## config.mk

```make
export PLATFORM = sky130hd
export DESIGN_NAME = wb_mul_top
export DESIGN_NICKNAME = d
export VERILOG_FILES = /design/src/hw/mul_pkg.sv /design/src/hw/wb_pkg.sv /design/src/hw/cla_adder.sv /design/src/hw/array_mul8.sv /design/src/hw/word_fifo.sv /design/src/hw/mul16_pipe.sv /design/src/hw/wb_mul_regs.sv /design/src/hw/wb_mul_top.sv
export SDC_FILE = /design/constraint.sdc
export NUM_CORES = 1
export LEC_CHECK = 0
export ABC_AREA = 1
export BUFFER_PORTS_ARGS = -buffer_cell sky130_fd_sc_hd__buf_2
export CELL_PAD_IN_SITES_DETAIL_PLACEMENT = 1
export CELL_PAD_IN_SITES_GLOBAL_PLACEMENT = 1
export CORE_ASPECT_RATIO = 1.25
export CORE_MARGIN = 4
export CORE_UTILIZATION = 45
export DETAILED_ROUTE_END_ITERATION = 10
export GPL_TIMING_DRIVEN = 0
export HOLD_SLACK_MARGIN = 0.06
export PLACE_DENSITY_LB_ADDON = 0.1
export SYNTH_ARGS = -nofsm -noshare
export SYNTH_HDL_FRONTEND = slang
export SYNTH_SLANG_ARGS = --single-unit
```

## constraint.sdc

```tcl
create_clock -name clk -period 14.9 [get_ports clk]
set_input_delay 1.49 -clock clk [delete_from_list [all_inputs] [get_ports clk]]
set_output_delay 1.49 -clock clk [all_outputs]
set_load 0.02 [all_outputs]
```

## src/hw/mul_pkg.sv

```systemverilog
// Multiplier widths and types
package mul_pkg;

  // Operand and half-operand widths
  localparam int OPERAND_W = 16;
  localparam int HALF_W    = 8;

  // One 16-bit operand
  typedef logic [OPERAND_W-1:0] operand_t;

  // One half of an operand, fed to an 8 by 8 multiplier
  typedef logic [HALF_W-1:0] half_t;

  // Product of two halves
  typedef logic [2*HALF_W-1:0] partial_t;

  // Full 32-bit product
  typedef logic [2*OPERAND_W-1:0] product_t;

  // Operand pair as written by the processor, a in the upper half
  typedef struct packed {
    operand_t a;
    operand_t b;
  } operand_pair_t;

endpackage

```

## src/hw/wb_pkg.sv

```systemverilog
// Wishbone bus types and register map
package wb_pkg;

  // Byte address and data word
  typedef logic [7:0]  addr_t;
  typedef logic [31:0] data_t;

  // Master to slave
  typedef struct packed {
    logic  cyc;
    logic  stb;
    logic  we;
    addr_t adr;
    data_t dat;
  } wb_req_t;

  // Slave to master
  typedef struct packed {
    logic  ack;
    data_t dat;
  } wb_rsp_t;

  // Register offsets
  localparam addr_t ADDR_OPERAND = 8'h00;
  localparam addr_t ADDR_RESULT  = 8'h04;
  localparam addr_t ADDR_STATUS  = 8'h08;

  // Slave FSM
  typedef enum logic [1:0] {
    IDLE,
    WAIT,
    ACK
  } bus_state_t;

endpackage

```

## src/hw/cla_adder.sv

```systemverilog
// Grouped carry-lookahead adder
`timescale 1ns/1ps

module cla_adder #(
  parameter int WIDTH = 32
) (
  input  logic [WIDTH-1:0] a,
  input  logic [WIDTH-1:0] b,
  output logic [WIDTH-1:0] sum
);

  localparam int GROUPS = WIDTH / 4;

  logic [WIDTH-1:0]  p;
  logic [WIDTH-1:0]  g;
  logic [GROUPS-1:0] gp;
  logic [GROUPS-1:0] gg;
  logic [GROUPS-1:0] cc;

  assign p = a ^ b;
  assign g = a & b;

  // Group propagate and generate
  for (genvar k = 0; k < GROUPS; k++) begin : g_group
    assign gp[k] = &p[4*k +: 4];
    assign gg[k] = g[4*k+3]
                 | (p[4*k+3] & g[4*k+2])
                 | (p[4*k+3] & p[4*k+2] & g[4*k+1])
                 | (p[4*k+3] & p[4*k+2] & p[4*k+1] & g[4*k]);
  end

  // Each group carry is a flat sum of products, no ripple between groups
  always_comb begin
    logic term;
    cc[0] = 1'b0;
    for (int k = 1; k < GROUPS; k++) begin
      cc[k] = 1'b0;
      for (int j = 0; j < k; j++) begin
        term = gg[j];
        for (int m = j + 1; m < k; m++) begin
          term = term & gp[m];
        end
        cc[k] = cc[k] | term;
      end
    end
  end

  // Carries inside each group, then the sum bits
  for (genvar k = 0; k < GROUPS; k++) begin : g_sum
    logic [3:0] c;
    assign c[0] = cc[k];
    assign c[1] = g[4*k] | (p[4*k] & c[0]);
    assign c[2] = g[4*k+1] | (p[4*k+1] & g[4*k]) | (p[4*k+1] & p[4*k] & c[0]);
    assign c[3] = g[4*k+2]
                | (p[4*k+2] & g[4*k+1])
                | (p[4*k+2] & p[4*k+1] & g[4*k])
                | (p[4*k+2] & p[4*k+1] & p[4*k] & c[0]);
    assign sum[4*k +: 4] = p[4*k +: 4] ^ c;
  end

endmodule

```

## src/hw/array_mul8.sv

```systemverilog
// Exact 8 by 8 array multiplier
`timescale 1ns/1ps

module array_mul8 (
  input  mul_pkg::half_t    a,
  input  mul_pkg::half_t    b,
  output mul_pkg::partial_t p
);

  localparam int N = mul_pkg::HALF_W;

  logic [N-1:0] pp [N];
  logic [N-1:0] s  [N];
  logic [N-2:0] c  [1:N-1];
  logic [N-1:0] rc;

  always_comb begin
    // AND grid, row i is a[i] times b
    for (int i = 0; i < N; i++) begin
      pp[i] = {N{a[i]}} & b;
    end

    s[0] = pp[0];

    // First row only needs half adders
    for (int j = 0; j < N-1; j++) begin
      s[1][j] = s[0][j+1] ^ pp[1][j];
      c[1][j] = s[0][j+1] & pp[1][j];
    end
    s[1][N-1] = pp[1][N-1];

    // Carry-save rows of full adders
    for (int i = 2; i < N; i++) begin
      for (int j = 0; j < N-1; j++) begin
        s[i][j] = s[i-1][j+1] ^ c[i-1][j] ^ pp[i][j];
        c[i][j] = (s[i-1][j+1] & c[i-1][j]) | (pp[i][j] & (s[i-1][j+1] ^ c[i-1][j]));
      end
      s[i][N-1] = pp[i][N-1];
    end

    for (int i = 0; i < N; i++) begin
      p[i] = s[i][0];
    end

    // Final ripple row merges the last sums and carries
    rc[0] = 1'b0;
    for (int j = 0; j < N-1; j++) begin
      p[N+j]  = s[N-1][j+1] ^ c[N-1][j] ^ rc[j];
      rc[j+1] = (s[N-1][j+1] & c[N-1][j]) | (rc[j] & (s[N-1][j+1] ^ c[N-1][j]));
    end
    p[2*N-1] = rc[N-1];
  end

endmodule

```

## src/hw/word_fifo.sv

```systemverilog
// Synchronous word FIFO
`timescale 1ns/1ps

module word_fifo #(
  parameter int DEPTH = 4,
  localparam int AW = $clog2(DEPTH)
) (
  input  logic          clk,
  input  logic          reset,
  input  logic          push,
  input  wb_pkg::data_t push_data,
  input  logic          pop,
  output wb_pkg::data_t pop_data,
  output logic          full,
  output logic          empty,
  output logic [AW:0]   count
);

  wb_pkg::data_t mem [DEPTH];
  logic [AW-1:0] wr_ptr;
  logic [AW-1:0] rd_ptr;
  logic          do_push;
  logic          do_pop;

  assign full  = (count == (AW+1)'(DEPTH));
  assign empty = (count == '0);

  assign do_push = push & ~full;
  assign do_pop  = pop & ~empty;

  always_ff @(posedge clk) begin
    if (reset) begin
      wr_ptr <= '0;
      rd_ptr <= '0;
      count  <= '0;
    end else begin
      if (do_push) begin
        wr_ptr <= wr_ptr + 1'b1;
      end
      if (do_pop) begin
        rd_ptr <= rd_ptr + 1'b1;
      end
      // Count stays put on a push and pop in the same cycle
      if (do_push && !do_pop) begin
        count <= count + 1'b1;
      end else if (do_pop && !do_push) begin
        count <= count - 1'b1;
      end
    end
  end

  always_ff @(posedge clk) begin
    if (do_push) begin
      mem[wr_ptr] <= push_data;
    end
  end

  assign pop_data = mem[rd_ptr];

endmodule

```

## src/hw/mul16_pipe.sv

```systemverilog
// Two-stage 16 by 16 multiplier pipeline
`timescale 1ns/1ps

module mul16_pipe (
  input  logic                   clk,
  input  logic                   reset,
  input  logic                   op_empty,
  input  mul_pkg::operand_pair_t op_data,
  output logic                   op_pop,
  input  logic                   res_full,
  output logic                   res_push,
  output mul_pkg::product_t      res_data
);

  localparam int HW = mul_pkg::HALF_W;
  localparam int OW = mul_pkg::OPERAND_W;

  typedef struct packed {
    mul_pkg::partial_t hh;
    mul_pkg::partial_t lh;
    mul_pkg::partial_t hl;
    mul_pkg::partial_t ll;
  } partials_t;

  mul_pkg::half_t    a_lo;
  mul_pkg::half_t    a_hi;
  mul_pkg::half_t    b_lo;
  mul_pkg::half_t    b_hi;
  partials_t         pp_d;
  partials_t         pp_q;
  mul_pkg::product_t llhh;
  mul_pkg::product_t lh_shift;
  mul_pkg::product_t hl_shift;
  mul_pkg::product_t sum_mid;
  mul_pkg::product_t sum_d;
  mul_pkg::product_t sum_q;
  logic              s1_valid;
  logic              s2_valid;
  logic              stall;

  assign a_lo = op_data.a[HW-1:0];
  assign a_hi = op_data.a[OW-1:HW];
  assign b_lo = op_data.b[HW-1:0];
  assign b_hi = op_data.b[OW-1:HW];

  array_mul8 u_mul_ll (.a(a_lo), .b(b_lo), .p(pp_d.ll));
  array_mul8 u_mul_hl (.a(a_hi), .b(b_lo), .p(pp_d.hl));
  array_mul8 u_mul_lh (.a(a_lo), .b(b_hi), .p(pp_d.lh));
  array_mul8 u_mul_hh (.a(a_hi), .b(b_hi), .p(pp_d.hh));

  // High-high and low-low do not overlap, so they share one word
  assign llhh     = {pp_q.hh, pp_q.ll};
  assign lh_shift = {{HW{1'b0}}, pp_q.lh, {HW{1'b0}}};
  assign hl_shift = {{HW{1'b0}}, pp_q.hl, {HW{1'b0}}};

  cla_adder #(.WIDTH(2*OW)) u_add_lh (.a(llhh), .b(lh_shift), .sum(sum_mid));
  cla_adder #(.WIDTH(2*OW)) u_add_hl (.a(sum_mid), .b(hl_shift), .sum(sum_d));

  // Whole pipe freezes while the result FIFO refuses stage 2
  assign stall    = s2_valid & res_full;
  assign op_pop   = ~stall & ~op_empty;
  assign res_push = s2_valid & ~res_full;
  assign res_data = sum_q;

  always_ff @(posedge clk) begin
    if (reset) begin
      s1_valid <= 1'b0;
      s2_valid <= 1'b0;
    end else if (!stall) begin
      s1_valid <= op_pop;
      s2_valid <= s1_valid;
    end
  end

  always_ff @(posedge clk) begin
    if (!stall) begin
      pp_q  <= pp_d;
      sum_q <= sum_d;
    end
  end

endmodule

```

## src/hw/wb_mul_regs.sv

```systemverilog
// Wishbone slave register block
`timescale 1ns/1ps

module wb_mul_regs #(
  parameter int DEPTH = 4
) (
  input  logic                   clk,
  input  logic                   reset,
  input  wb_pkg::wb_req_t        wb_req,
  output wb_pkg::wb_rsp_t        wb_rsp,
  input  logic                   op_full,
  output logic                   op_push,
  output mul_pkg::operand_pair_t op_data,
  input  logic                   res_empty,
  input  logic [$clog2(DEPTH):0] res_count,
  output logic                   res_pop,
  input  mul_pkg::product_t      res_data
);

  wb_pkg::bus_state_t state;
  wb_pkg::bus_state_t next_state;
  wb_pkg::data_t      status;
  wb_pkg::data_t      rd_next;
  wb_pkg::data_t      rd_dat;
  logic               req_valid;
  logic               is_op_wr;
  logic               is_res_rd;
  logic               is_status_rd;
  logic               blocked;
  logic               serve;

  assign req_valid    = wb_req.cyc & wb_req.stb;
  assign is_op_wr     = wb_req.we & (wb_req.adr == wb_pkg::ADDR_OPERAND);
  assign is_res_rd    = ~wb_req.we & (wb_req.adr == wb_pkg::ADDR_RESULT);
  assign is_status_rd = ~wb_req.we & (wb_req.adr == wb_pkg::ADDR_STATUS);

  // Access must wait for the FIFO it needs
  assign blocked = (is_op_wr & op_full) | (is_res_rd & res_empty);

  // No new access is taken while ack is out
  assign serve = req_valid & ~blocked & (state != wb_pkg::ACK);

  assign op_push = serve & is_op_wr;
  assign res_pop = serve & is_res_rd;
  assign op_data = mul_pkg::operand_pair_t'(wb_req.dat);

  assign status = {16'h0000, 8'(res_count), 6'b000000, ~res_empty, op_full};

  always_comb begin
    if (is_res_rd) begin
      rd_next = res_data;
    end else if (is_status_rd) begin
      rd_next = status;
    end else begin
      rd_next = '0;
    end
  end

  always_comb begin
    case (state)
      wb_pkg::IDLE, wb_pkg::WAIT: begin
        if (!req_valid) begin
          next_state = wb_pkg::IDLE;
        end else if (blocked) begin
          next_state = wb_pkg::WAIT;
        end else begin
          next_state = wb_pkg::ACK;
        end
      end
      default: next_state = wb_pkg::IDLE;
    endcase
  end

  always_ff @(posedge clk) begin
    if (reset) begin
      state <= wb_pkg::IDLE;
    end else begin
      state <= next_state;
    end
  end

  // Read data captured on the edge that raises ack
  always_ff @(posedge clk) begin
    if (serve) begin
      rd_dat <= rd_next;
    end
  end

  assign wb_rsp.ack = (state == wb_pkg::ACK);
  assign wb_rsp.dat = rd_dat;

endmodule

```

## src/hw/wb_mul_top.sv

```systemverilog
// Wishbone multiplier top level
`timescale 1ns/1ps

module wb_mul_top #(
  parameter int DEPTH = 4
) (
  input  logic            clk,
  input  logic            reset,
  input  wb_pkg::wb_req_t wb_req,
  output wb_pkg::wb_rsp_t wb_rsp
);

  logic                   op_full;
  logic                   op_empty;
  logic                   op_push;
  logic                   op_pop;
  mul_pkg::operand_pair_t op_in;
  mul_pkg::operand_pair_t op_out;

  logic                   res_full;
  logic                   res_empty;
  logic                   res_push;
  logic                   res_pop;
  logic [$clog2(DEPTH):0] res_count;
  mul_pkg::product_t      res_in;
  mul_pkg::product_t      res_out;

  wb_mul_regs #(.DEPTH(DEPTH)) u_regs (
    .clk       (clk),
    .reset     (reset),
    .wb_req    (wb_req),
    .wb_rsp    (wb_rsp),
    .op_full   (op_full),
    .op_push   (op_push),
    .op_data   (op_in),
    .res_empty (res_empty),
    .res_count (res_count),
    .res_pop   (res_pop),
    .res_data  (res_out)
  );

  word_fifo #(.DEPTH(DEPTH)) u_operand_fifo (
    .clk       (clk),
    .reset     (reset),
    .push      (op_push),
    .push_data (op_in),
    .pop       (op_pop),
    .pop_data  (op_out),
    .full      (op_full),
    .empty     (op_empty),
    .count     ()
  );

  mul16_pipe u_pipe (
    .clk      (clk),
    .reset    (reset),
    .op_empty (op_empty),
    .op_data  (op_out),
    .op_pop   (op_pop),
    .res_full (res_full),
    .res_push (res_push),
    .res_data (res_in)
  );

  word_fifo #(.DEPTH(DEPTH)) u_result_fifo (
    .clk       (clk),
    .reset     (reset),
    .push      (res_push),
    .push_data (res_in),
    .pop       (res_pop),
    .pop_data  (res_out),
    .full      (res_full),
    .empty     (res_empty),
    .count     (res_count)
  );

endmodule

```

# Yosys cells after proc, flatten, opt, wreduce, memory -nomap -nowiden
# Memory sizes are Yosys's and may differ from the RTL's. A register that Yosys moved wholly into a read port is not among the register bits.
# Cells that the tools add are included.
# Widths: inputs -> output; s select.
[totals] reg_bits=146 ram_bits=256 word_cells=1598 mem_count=2
[mem_list] name="u_operand_fifo.mem" words=4 width=32 rd=1 rd_clocked_by_memory_dff=1 wr=1 line_no="word_fifo.sv:19" rtl="wb_pkg::data_t mem [DEPTH];"
[mem_list] name="u_result_fifo.mem" words=4 width=32 rd=1 rd_clocked_by_memory_dff=1 wr=1 line_no="word_fifo.sv:19"
[op_classes] add_sub_neg=8 eq_ne=7 muxes=15 bitwise=1523 reduce_logical=28
[op_table] op="$and 1x1->1" count=679
[op_table] op="$xor 1x1->1" count=416
[op_table] op="$or 1x1->1" count=367
[op_table] op="$and 8x8->8" count=32
[op_table] op="$xor 32x24->32" count=2
[op_table] op="$xor 4x4->4" count=16
[op_table] op="$and 31x24->31" count=2
[op_table] op="$reduce_and 4->1" count=12
[op_table] op="$mux 32" count=1
[op_table] op="$mux 3" count=4
[op_table] op="$mux 11" count=1
[op_table] op="$mux 2" count=5
[op_table] op="$not 1->1" count=9
[op_table] op="$add 2x1->2 const B" count=4
[op_table] op="$eq 8x3->1 const B" count=1
[op_table] op="$eq 8x4->1 const B" count=1
[op_table] op="$logic_not 8->1" count=1
[op_table] op="$add 3x1->3 const B" count=2
[op_table] op="$eq 3x3->1 const B" count=2
[op_table] op="$logic_not 3->1" count=2
[op_table] op="$sub 3x1->3 const B" count=2
[op_table] op="$logic_and 1x1->1" count=4
[op_table] op="$logic_not 1->1" count=4
[op_table] op="$mux 1" count=4
[op_table] op="other kinds (7)" count=8

# Longest topological paths before layout
# Gate-level depths: netlist of the first run.
[depth] word_depth=40 ltp_mapped=25 mapped_depth_nobuf=23

# By module
# From an unflattened synthesis of the first run, not the netlist that was laid out.
[unflattened] hier_cells=2230 hier_area_um2=25054.0
[by_module_without_submodules] module="word_fifo" instances=2 cells_per_inst=379 area_each_um2=5268.8 seq_area_each_um2=4023.9
[by_module_without_submodules] module="array_mul8 (u_pipe.u_mul_hl ...)" instances=2 cells_per_inst=199 area_each_um2=1684.1 seq_area_each_um2=0.0
[by_module_without_submodules] module="mul16_pipe" instances=1 cells_per_inst=109 area_each_um2=2976.6 seq_area_each_um2=2922.8
[by_module_without_submodules] module="wb_mul_regs" instances=1 cells_per_inst=168 area_each_um2=1876.8 seq_area_each_um2=1001.0
[by_module_without_submodules] module="array_mul8 (u_pipe.u_mul_hh)" instances=1 cells_per_inst=216 area_each_um2=1781.7 seq_area_each_um2=0.0
[by_module_without_submodules] module="array_mul8 (u_pipe.u_mul_ll)" instances=1 cells_per_inst=199 area_each_um2=1687.9 seq_area_each_um2=0.0
[by_module_without_submodules] module="cla_adder (u_pipe.u_add_hl)" instances=1 cells_per_inst=192 area_each_um2=1427.6 seq_area_each_um2=0.0
[by_module_without_submodules] module="cla_adder (u_pipe.u_add_lh)" instances=1 cells_per_inst=190 area_each_um2=1397.6 seq_area_each_um2=0.0

# Least setup slack after synthesis of the first run
# Ideal clock, no wire load.
[synth_path] kind="register to register" from="register (tool-made name)" to="register u_pipe.pp_q (netlist bit u_pipe.llhh[14]) (data pin)" setup_ns=0.269 t_arrival_ns=7.172 t_required_ns=14.631 slack_ns=7.459 stages_incl_launch_ff=22 n_path_buf=2 period_less_slack_ns=7.441 cell_sequence="dfxtp_1 -> inv_2 -> clkbuf_1 -> a32o_1 -> clkbuf_1 -> nor2_1 -> ha_1 -> inv_1 -> fa_1 -> inv_1 -> fa_1 -> fa_1 -> fa_1 -> fa_1 -> fa_1 -> ha_1 -> fa_1 -> fa_1 -> fa_1 -> fa_1 -> fa_1 -> fa_1"
[synth_rtl] element="end signal, assigned" line_no="mul16_pipe.sv:77" rtl="pp_q <= pp_d;"
[synth_rtl] element="end, declared" line_no="mul16_pipe.sv:30" rtl="partials_t pp_q;"

==> impl_metrics.sql, run 1 <==
INSERT INTO impl_metrics (metric_group, metric, value, unit) VALUES
('sta', 'setup_slack', '6.20', 'ns'),
('setup_path', 'cp.required', '15.20', 'ns'),
('cts', 'cts.reportedPaths.clkPinSlew', '0.07', 'ns'),
('placement', 'detailedPlacementHpwl', '39300', 'um'),
('sta', 'timing_max_transition_violations_final', '0', ''),
('cells_and_area', 'layout.nets', '2330', ''),
('cts', 'clk_root_buffer_cell', 'clkbuf_16', ''),
('floorplanning', 'die_height', '256', 'um'),
('cells_and_area', 'final_layout_size_suffix_gt1_share', '10.6', '%'),
('placement', 'place_ws', '6.14', 'ns'),
('setup_path', 'ff2ff_setup_slack', '6.20', 'ns'),
('drt', 'ant_nets_after_route', '0', ''),
('cts', 'post_cts_hold_buffer_count', '0', ''),
('floorplanning', 'rows', '90', ''),
('hold_path', 'hold_end', 'u_pipe.res_data[3]', ''),
('sta', 'grt_setup_unrepaired', 'false', ''),
('global_route', 'global_route.overflow_total', '0', ''),
('cts', 'clock_latency_of_the_later_clocked_register_in_the_worst_skew_pair', '0.58', 'ns'),
('drt', 'drt-pass1-iter-count', '6', ''),
('hold_path', 'hold_path_startpoint', 'u_pipe.llhh[3]', ''),
('logic_synthesis', 'synth_top_cells_by_count', 'edfxtp_1, nor2_1, nand2_1, inv_1, fa_1', ''),
('floorplanning', 'area_of_the_core', '0.0485', 'mm^2'),
('setup_path', 'cp_dominant_cell_by_count', 'fa_1', ''),
('sta', 'layout_min_cycle_time', '8.70', 'ns'),
('placement', 'place_congestion', '0.821', ''),
('sta', 'tns', '0', 'ns'),
('cts', 'cts_tree', 'done', ''),
('global_route', 'grt_start_max_net_pins', '35', ''),
('sta', 'clock_skew', '0.0144', 'ns'),
('logic_synthesis', 'synth_largest_area_cell', 'edfxtp_1', ''),
('setup_path', 'worst_path_dominant_cell_family', 'adder cells', ''),
('setup_path', 'crit_chain', 'inv_2 > clkbuf_1 > a32o_1 > clkbuf_1 > nor2_1 > ha_1 > inv_1 > fa_1 > inv_1 > fa_1 > fa_1 > fa_1 > fa_1 > fa_1 > ha_1 > fa_1 > fa_1 > fa_1 > fa_1 > fa_1 > fa_1', ''),
('cts', 'cts-htree-levels', '2', ''),
('global_route', 'via_count_of_the_first_global_routing_pass', '15100', ''),
('sta', 'timing.max_slew.rel_slack', '12.2', '%'),
('sta', 'maxClockFrequency', '115', 'MHz'),
('logic_synthesis', 'dominantRegCellSynth', 'edfxtp_1', ''),
('setup_path', 'worstSetupPathType', 'register to register', ''),
('logic_synthesis', 'synthDistinctLibCells', '41', ''),
('logic_synthesis', 'synth_top_area_share', '51.9', '%'),
('logic_synthesis', 'ys_async_sr_fraction', '0', '%'),
('logic_synthesis', 'postSynthCellCount', '1868', ''),
('cts', 'cts_post_setup_buffers_inserted', '0', ''),
('cts', 'ctsResizeCount', '0', ''),
('drt', 'drt_drc_violations_left', '0', ''),
('logic_synthesis', 'synth_warnings', '0', ''),
('placement', 'placement.cell_area', '0.0237', 'mm^2'),
('floorplanning', 'io_pins', '78', ''),
('setup_path', 'critical_path.endpoint_type', 'register', ''),
('drt', 'post_drt_wl_per_cell', '19.3', 'um'),
('sta', 'layout_worst_path_cycle_share', '58.4', '%'),
('floorplanning', 'floorplan.initialDensity', '45.8', '%'),
('setup_path', 'worstReg2RegEnd', 'u_pipe.hl_shift[22]', ''),
('floorplanning', 'die-width', '207', 'um'),
('cts', 'tritoncts_num_sinks', '406', ''),
('setup_path', 'critical_path_arrival', '9.00', 'ns'),
('hold_path', 'holdPathStages', '0', ''),
('hold_path', 'min_path_type', 'register to register', ''),
('cts', 'clock_path_buffers', '3', ''),
('outcome', 'outcome', 'finished clean', ''),
('cells_and_area', 'antennaDiodeCount', '0', ''),
('sta', 'hold_viol', '0', ''),
('cells_and_area', 'areaGrowthSynthToFinish', '12.8', '%'),
('global_route', 'grt_first_pass_wirelength', '83200', 'um'),
('global_route', 'track_usage', '20.3', '%'),
('sta', 'setup_viol', '0', ''),
('logic_synthesis', 'yosysMostFrequentCell', 'edfxtp_1', ''),
('sta', 'worstMarginPinSlew', '1.32', 'ns'),
('cells_and_area', 'final_instance_area', '0.0251', 'mm^2'),
('logic_synthesis', 'yosys-top-cells-area', 'edfxtp_1, fa_1, nor2_1', ''),
('logic_synthesis', 'postSynthNetCount', '2193', '');
layer usage:
metal	global-route usage, %	vias to the layer above	share of wire (%)
li1	-	6447	-
met4	6.12	0	2.7
met5	0	-	0
met2	38.5	182	56
met3	2.83	74	2.6
met1	23.6	6953	39
final cells by class:
class	instances	area (um^2)	area share [%]
sequential	406	12000	47.8
multi-input combinational	1156	9140	36.5
clock buffer	56	1120	4.49
inverter	242	910	3.63
tap	644	806	3.22
timing repair buffer	92	651	2.60
buffer	64	260	1.04
clock inverter	22	199	0.794
sequential cells by signal (all words and copies together) (netlist names), named ones only:
register               count
u_operand_fifo.count       3
u_operand_fifo.mem       128
u_operand_fifo.rd_ptr      2
u_operand_fifo.wr_ptr      2
u_pipe.hl_shift           16
u_pipe.lh_shift           16
u_pipe.llhh               32
u_pipe.res_data           32
u_pipe.s1_valid            1
u_pipe.s2_valid            1
u_regs.rd_dat             32
u_regs.state               2
u_result_fifo.count        3
u_result_fifo.mem        128
u_result_fifo.rd_ptr       2
u_result_fifo.wr_ptr       2
worst max path at each step:
stage               startpoint                   to  slack, ns  cells past startpoint
floorplan             register      u_pipe.llhh[14]       7.46                     21
global placement      register  u_pipe.hl_shift[22]       6.13                     21
global route          register  u_pipe.lh_shift[22]       5.84                     23
detailed placement    register  u_pipe.lh_shift[22]       6.14                     23
CTS                   register  u_pipe.hl_shift[22]       6.13                     21
finish                register  u_pipe.hl_shift[22]       6.20                     21
worst reg2reg max path, delay by kind of cell (launching register included):
kind	cells	cell delay (ns)
flip-flops	1	0.33
AND/OR/NAND/NOR	1	0.09
adder cells (fa/ha/maj)	14	5.99
AO/OA/AOI/OAI	1	0.65
buffers and inverters	5	1.38
layout by cell type (no fill, tap or decap), types with 2 or more instances in the layout:
master	count
inv_2	23
nand2_1	242
and3_1	2
buf_1	5
xnor2_1	15
clkinvlp_4	3
fa_1	202
o21a_1	2
a21o_1	4
clkinv_4	2
o21ai_0	76
o21bai_1	4
nor3_1	4
edfxtp_1	384
dfxtp_1	22
o22ai_1	5
a32oi_2	8
clkbuf_16	43
clkinv_2	5
ha_1	78
nor2_4	9
clkinv_1	10
buf_2	93
a21oi_1	87
clkbuf_1	56
nand3_1	24
nand4_1	11
inv_1	216
a32oi_1	18
inv_16	2
nand2_2	3
bufinv_16	2
xor2_1	13
buf_12	7
or2_1	2
buf_8	6
a32o_1	6
o21ai_1	4
nor2_1	328
per-stage QoR:
step / hold slack (ns) / instances / utilization, %
final: 0.418 / 2682 / 51.6
after global routing: 0.423 / 2682 / 51.6
after detailed placement: 0.406 / 2604 / 48.9
after CTS: 0.420 / 2682 / 51.6
after floorplan: 0.400 / 1868 / -
after global placement: 0.402 / 2589 / 48.2
logic make-up after synthesis:
group,share of synthesized area [%]
flops,53.9
compound gates,5.93
fa+ha+maj,22.6
buf+inv,5.26
simple gates,11.2
xor+xnor,1.10
Power of run 1 is not shown: default switching activity piles up to over one toggle a cycle in this logic, so the estimate is an artifact.
==> run 2, diff against run 1 <==
==> constraint.sdc (replaced) <==
create_clock -name clk -period 7.6 [get_ports clk]
set_input_delay 0.76 -clock clk [delete_from_list [all_inputs] [get_ports clk]]
set_output_delay 0.76 -clock clk [all_outputs]
set_load 0.02 [all_outputs]
==> run 2 against run 1 <==
Wire length is 2.4% higher. Sequential cell count stayed put. Clock skew down 0.00086 ns. Sequential share of layout area decreased by 1.4 points. Count of clock-buffer cells in the layout unchanged. Critical path depth grew 1. Highest routed layer unchanged.
==> impl_metrics.sql, run 2 (synthesized netlist as in run 1, its figures left out) <==
INSERT INTO impl_metrics (metric_group, metric, value, unit) VALUES
('global_route', 'track_usage', '20.7', '%'),
('cells_and_area', 'fin_cells', '2712', ''),
('placement', 'detailedPlacementHpwl', '39300', 'um'),
('sta', 'clock_skew', '0.0135', 'ns'),
('cts', 'clock_path_buffers', '3', ''),
('cells_and_area', 'layout.nets', '2360', ''),
('global_route', 'busiest_layer', 'met2', ''),
('cells_and_area', 'mostFrequentLayoutCell', 'edfxtp_1', ''),
('drt', 'routed_via_density', '5.11', ''),
('cells_and_area', 'multi_input_area', '0.00941', 'mm^2'),
('drt', 'drt_drc_violations_left', '0', ''),
('placement', 'placement.cell_area', '0.0237', 'mm^2'),
('setup_path', 'critical_path_arrival', '7.72', 'ns'),
('global_route', 'groute.layer.met2.usage', '39.2', '%'),
('floorplanning', 'die-width', '207', 'um'),
('hold_path', 'hold_path_startpoint', 'wb_req[6]', ''),
('cts', 'cts_inserted_buffers', '43', ''),
('placement', 'place.detailed.instances', '2604', ''),
('setup_path', 'ff2ff_setup_slack', '0.18', 'ns'),
('global_route', 'grt_start_max_net_pins', '35', ''),
('cells_and_area', 'antennaDiodeCount', '0', ''),
('job', 'cap_viol_max_count', '0', ''),
('sta', 'timing_max_transition_violations_final', '0', ''),
('sta', 'hold_viol', '0', ''),
('global_route', 'grt_first_pass_wirelength', '84500', 'um'),
('floorplanning', 'floorplan.initialDensity', '45.8', '%'),
('cells_and_area', 'final_instance_area', '0.0258', 'mm^2'),
('drt', 'vias', '13900', ''),
('sta', 'tns', '0', 'ns'),
('setup_path', 'start_kind', 'register', ''),
('hold_path', 'hold_end', 'u_operand_fifo.mem[2][6]', ''),
('drt', 'dr.first_iter.drc_count', '558', ''),
('cells_and_area', 'layout_common_cells', 'edfxtp_1, nor2_1, nand2_1, inv_1, fa_1', ''),
('sta', 'maxClockFrequency', '135', 'MHz'),
('cts', 'cts-htree-levels', '2', ''),
('floorplanning', 'io_pins', '78', ''),
('cells_and_area', 'final_layout_size_suffix_gt1_share', '16.4', '%'),
('drt', 'ant_nets_after_route', '0', ''),
('cells_and_area', 'fill_cells', '5032', ''),
('cells_and_area', 'regArea', '0.0120', 'mm^2'),
('drt', 'post_drt_wl_per_cell', '19.6', 'um'),
('setup_path', 'worstSetupPathType', 'register to register', ''),
('sta', 'layout_min_cycle_time', '7.42', 'ns'),
('global_route', 'initial_antenna_violation_count', '0', ''),
('setup_path', 'worstReg2RegEnd', 'u_pipe.hl_shift[22]', ''),
('floorplanning', 'fp.dieArea', '0.0530', 'mm^2'),
('sta', 'timing.max_slew.rel_slack', '10.4', '%'),
('sta', 'layout_worst_path_cycle_share', '97.6', '%'),
('floorplanning', 'area_of_the_core', '0.0485', 'mm^2'),
('cells_and_area', 'areaGrowthSynthToFinish', '16.2', '%'),
('cts', 'cts_tree', 'done', ''),
('sta', 'final.hold.worst_slack', '0.393', 'ns'),
('setup_path', 'critical_path.max_fanout', '10', ''),
('setup_path', 'r2r.worst_path.cells', '22', ''),
('placement', 'place_congestion', '0.821', ''),
('outcome', 'outcome', 'finished clean', ''),
('cts', 'clk_root_buffer_cell', 'clkbuf_16', ''),
('floorplanning', 'die_height', '256', 'um'),
('setup_path', 'cp.required', '7.90', 'ns'),
('global_route', 'met1_usage', '23.9', '%'),
('cts', 'tritoncts_num_sinks', '406', ''),
('placement', 'port-buffer-count', '77', ''),
('cts', 'cts.reportedPaths.clkPinSlew', '0.06', 'ns'),
('global_route', 'global_route.overflow_total', '0', ''),
('drt', 'routed_wl', '53100', 'um'),
('hold_path', 'min_path_type', 'input pin to register', ''),
('setup_path', 'critical_path.endpoint_type', 'register', ''),
('global_route', 'grt_use_met3', '2.81', '%'),
('global_route', 'via_count_of_the_first_global_routing_pass', '15300', ''),
('hold_path', 'holdPathStages', '1', ''),
('drt', 'drt-pass1-iter-count', '5', ''),
('sta', 'worstMarginPinSlew', '1.34', 'ns'),
('cells_and_area', 'layout_top_registers', 'u_operand_fifo.mem (128), u_result_fifo.mem (128)', ''),
('floorplanning', 'rows', '90', ''),
('sta', 'setup_viol', '0', ''),
('cts', 'clock_latency_of_the_later_clocked_register_in_the_worst_skew_pair', '0.58', 'ns');
run 2: per-layer routing:
layer	part of all wire, %	vias to the layer above	wire [um]
li1	-	6508	-
met1	39	7081	20500
met2	56	190	29700
met3	2.5	82	1330
met4	3.0	0	1570
met5	0	-	0
run 2: what timing repair did:
action / CTS / global route
setup buffers: 26 / 4
gates cloned: 2 / 0
endpoints found under the setup margin: 16 / 8
hold buffers: 0 / 0
resized for setup: 124 / 37
pin swaps: 27 / 30
run 2: layout make-up:
type,count,area share [%]
flip-flops and latches,406,46.4
clock buffers,56,4.36
multi-input cells,1156,36.4
well taps,644,3.12
repair buffers,124,3.47
inverters,242,3.58
clock inverters,22,0.771
plain buffers,62,1.89
run 2: worst max path at each step:
stage              from             endpoint  cells after the start  slack, ns
6_report       register  u_pipe.hl_shift[22]                     22       0.18
5_1_grt        register  u_pipe.hl_shift[22]                     23      -0.02
4_1_cts        register      u_pipe.llhh[30]                     23     0.0005
3_5_place_dp   register  u_pipe.lh_shift[22]                     23      -1.16
3_3_place_gp   register  u_pipe.hl_shift[22]                     21      -1.17
2_1_floorplan  register      u_pipe.llhh[14]                     21       0.16
run 2: critical path: stages (launching register included):
cell and delay (ns):
dfxtp_4 0.38, buf_12 0.15, buf_8 0.14, a21oi_1 0.13, a32o_2 0.26, buf_8 0.14
nor2_1 0.04, ha_1 0.28, inv_1 0.06, fa_1 0.52, inv_1 0.06, fa_2 0.39
fa_1 0.51, fa_1 0.53, fa_1 0.52, fa_1 0.49, ha_1 0.23, fa_1 0.38
fa_2 0.36, fa_2 0.35, fa_1 0.39, fa_2 0.35, fa_1 0.49
run 2: through the flow:
step	utilization (%)	worst slack, ns
6_report	53.2	0.179
2_1_floorplan	-	0.159
3_3_place_gp	48.2	-1.17
4_1_cts	53.0	0.000463
5_1_grt	53.2	-0.0197
3_5_place_dp	48.9	-1.16
Power of run 2 is left out for the same reason.
==> run 3, diff against run 2 <==
--- a/config.mk
+++ b/config.mk
@@ -11,7 +11,7 @@
 export CELL_PAD_IN_SITES_GLOBAL_PLACEMENT = 1
 export CORE_ASPECT_RATIO = 1.25
 export CORE_MARGIN = 4
-export CORE_UTILIZATION = 45
+export CORE_UTILIZATION = 50
 export DETAILED_ROUTE_END_ITERATION = 10
 export GPL_TIMING_DRIVEN = 0
 export HOLD_SLACK_MARGIN = 0.06
==> constraint.sdc (replaced) <==
create_clock -name clk -period 7.2 [get_ports clk]
set_input_delay 0.72 -clock clk [delete_from_list [all_inputs] [get_ports clk]]
set_output_delay 0.72 -clock clk [all_outputs]
set_load 0.02 [all_outputs]
==> run 3 against run 2 <==
The run now ends with setup timing left. First-iteration DRC count is 0.54% lower. Fmax increased by 1.4%. Clock skew increased by 0.013 ns. Die area down 9.7%. Cell count is 2.5% lower. Non-clock buffer count is 11 higher. Critical path depth did not move. Cell area up 0.92%. Wire length rose by 4.5%. Count of clock-buffer cells in the layout decreased by 1. Largest cell class unchanged. Utilization increased by 6.0 points.
==> impl_metrics.sql, run 3 (synthesized netlist as in run 1, its figures left out) <==
INSERT INTO impl_metrics (metric_group, metric, value, unit) VALUES
('floorplanning', 'die-width', '197', 'um'),
('global_route', 'global_route.overflow_total', '0', ''),
('cells_and_area', 'antennaDiodeCount', '0', ''),
('placement', 'place_congestion', '0.832', ''),
('cts', 'clock_path_buffers', '3', ''),
('floorplanning', 'area_of_the_core', '0.0440', 'mm^2'),
('sta', 'tns', '-0.573', 'ns'),
('global_route', 'grt_first_pass_wirelength', '87200', 'um'),
('cts', 'cts_inserted_buffers', '40', ''),
('sta', 'layout_worst_path_cycle_share', '102', '%'),
('drt', 'routed_via_density', '5.36', ''),
('global_route', 'grt_start_max_net_pins', '35', ''),
('cells_and_area', 'final_layout_size_suffix_gt1_share', '19.3', '%'),
('floorplanning', 'rows', '86', ''),
('outcome', 'violated_checks', 'setup timing', ''),
('cts', 'tritoncts_num_sinks', '406', ''),
('floorplanning', 'io_pins', '78', ''),
('floorplanning', 'fp.dieArea', '0.0479', 'mm^2'),
('global_route', 'track_usage', '23.6', '%'),
('setup_path', 'critical_path_arrival', '7.59', 'ns'),
('cells_and_area', 'fill_cells', '4446', ''),
('cts', 'cts.reportedPaths.clkPinSlew', '0.06', 'ns'),
('setup_path', 'worst_path_max_delay_cell', 'fa_2', ''),
('floorplanning', 'floorplan.initialDensity', '50.5', '%'),
('sta', 'hold_viol', '0', ''),
('cts', 'clk_root_buffer_cell', 'clkbuf_16', ''),
('cells_and_area', 'mostFrequentLayoutCell', 'edfxtp_1', ''),
('drt', 'drt_drc_violations_left', '0', ''),
('cts', 'post_cts_hold_buffer_count', '0', ''),
('hold_path', 'hold_path_startpoint', 'wb_req[4]', ''),
('drt', 'drt-pass1-iter-count', '4', ''),
('placement', 'port-buffer-count', '77', ''),
('setup_path', 'critical_path.endpoint_type', 'register', ''),
('cells_and_area', 'layout.nets', '2368', ''),
('cells_and_area', 'layout_top_registers', 'u_operand_fifo.mem (128), u_result_fifo.mem (128)', ''),
('sta', 'timing.max_slew.rel_slack', '15.8', '%'),
('floorplanning', 'die_height', '244', 'um'),
('global_route', 'initial_antenna_violation_count', '1', ''),
('drt', 'dr.first_iter.drc_count', '555', ''),
('drt', 'routed_wl', '55500', 'um'),
('sta', 'clock_skew', '0.0269', 'ns'),
('setup_path', 'cp.required', '7.47', 'ns'),
('sta', 'setup_slack', '-0.121', 'ns'),
('setup_path', 'start_kind', 'register', ''),
('placement', 'detailedPlacementHpwl', '40300', 'um'),
('cts', 'cts_tree', 'done', ''),
('cells_and_area', 'areaGrowthSynthToFinish', '17.3', '%'),
('setup_path', 'cp_dominant_cell_by_count', 'fa_2', ''),
('setup_path', 'worstSetupPathType', 'register to register', ''),
('cts', 'cts-htree-levels', '2', ''),
('setup_path', 'cp_slowest_stage_delay', '0.57', 'ns'),
('sta', 'maxClockFrequency', '137', 'MHz'),
('cts', 'clock_latency_of_the_later_clocked_register_in_the_worst_skew_pair', '0.56', 'ns'),
('sta', 'layout_min_cycle_time', '7.32', 'ns'),
('drt', 'post_drt_wl_per_cell', '21.0', 'um'),
('cells_and_area', 'layout_common_cells', 'edfxtp_1, nor2_1, nand2_1, inv_1, fa_1', ''),
('drt', 'ant_nets_after_route', '0', ''),
('drt', 'vias', '14200', ''),
('job', 'cap_viol_max_count', '0', ''),
('setup_path', 'critical_path.max_fanout', '10', ''),
('sta', 'worstMarginPinSlew', '1.26', 'ns'),
('sta', 'timing_max_transition_violations_final', '0', ''),
('sta', 'grt_setup_unrepaired', 'true', ''),
('outcome', 'outcome', 'complete, but fails checks', ''),
('global_route', 'via_count_of_the_first_global_routing_pass', '16200', ''),
('cells_and_area', 'final_core_util', '59.2', '%'),
('hold_path', 'min_path_type', 'input pin to register', ''),
('sta', 'setup_viol', '8', ''),
('setup_path', 'crit_chain', 'buf_12 > buf_12 > a21oi_2 > a32o_2 > clkbuf_16 > nor2_2 > ha_1 > inv_2 > fa_1 > inv_2 > fa_2 > fa_2 > fa_2 > fa_1 > fa_1 > ha_2 > fa_2 > fa_2 > fa_2 > fa_2 > fa_2 > fa_2', '');
==> run 3: cell count changes in the layout (fill, tap and decap cells not counted), moves of 7 or more <==
cell and change:
ha_1 -7, ha_2 +7, nor2_2 +7, fa_2 +20
fa_1 -20, nor2_1 -7
==> run 3: final cells by class <==
| type | instances | area, um^2 | share of cell area, % |
|---|---|---|---|
| multi-input combinational | 1156 | 9560 | 36.7 |
| clock buffer | 55 | 1100 | 4.21 |
| clock inverter | 17 | 176 | 0.677 |
| inverter | 242 | 922 | 3.54 |
| timing repair buffer | 134 | 1030 | 3.94 |
| sequential | 406 | 12000 | 46.0 |
| tap | 572 | 716 | 2.75 |
| buffer | 63 | 577 | 2.21 |
==> run 3: path summary, 6_finish.rpt <==
check / end / slack (ns) / cells after the start
worst max register to register: u_pipe.lh_shift[22] / -0.12 / 22
worst min-delay path: u_operand_fifo.mem[2][4] / 0.37 / 1
worst max-delay path: u_pipe.lh_shift[22] / -0.12 / 22
worst min register to register: u_pipe.res_data[1] / 0.42 / 0
==> run 3: routing by layer <==
metal | global-route usage (%) | up-vias | share of wire (%)
met5 | 0 | - | 0.031
met2 | 46.2 | 262 | 56
met1 | 25.4 | 7256 | 36
met4 | 9.39 | 2 | 4.8
li1 | - | 6512 | -
met3 | 2.79 | 146 | 2.6
==> run 3: metrics by stage <==
stage          instance area [um^2]  setup WS (ns)  hold slack (ns)  std cells
4_1_cts                       25900         -0.191            0.359       2639
6_report                      26100         -0.121            0.370       2645
3_3_place_gp                  23400          -1.27            0.404       2517
3_5_place_dp                  23800          -1.36            0.407       2532
2_1_floorplan                 22300        0.00412            0.400       1868
5_1_grt                       26100         -0.290            0.360       2645
==> run 3: repair_timing <==
| action | in CTS | in global routing |
|---|---|---|
| buffers inserted | 35 | 6 |
| gates cloned | 1 | 0 |
| pin swaps | 49 | 37 |
| gates resized for setup | 155 | 31 |
| setup endpoints to repair | 20 | 9 |
==> run 3: worst max-delay path: cells and delay by family, from the launching register on <==
kind,cells,cell delay (ns)
adders and majority gates,14,5.65
buffers and inverters,5,0.57
DFF,1,0.40
and+or+nand+nor,1,0.05
AOI/OAI and AO/OA,2,0.34
Power of run 3 is left out for the same reason.
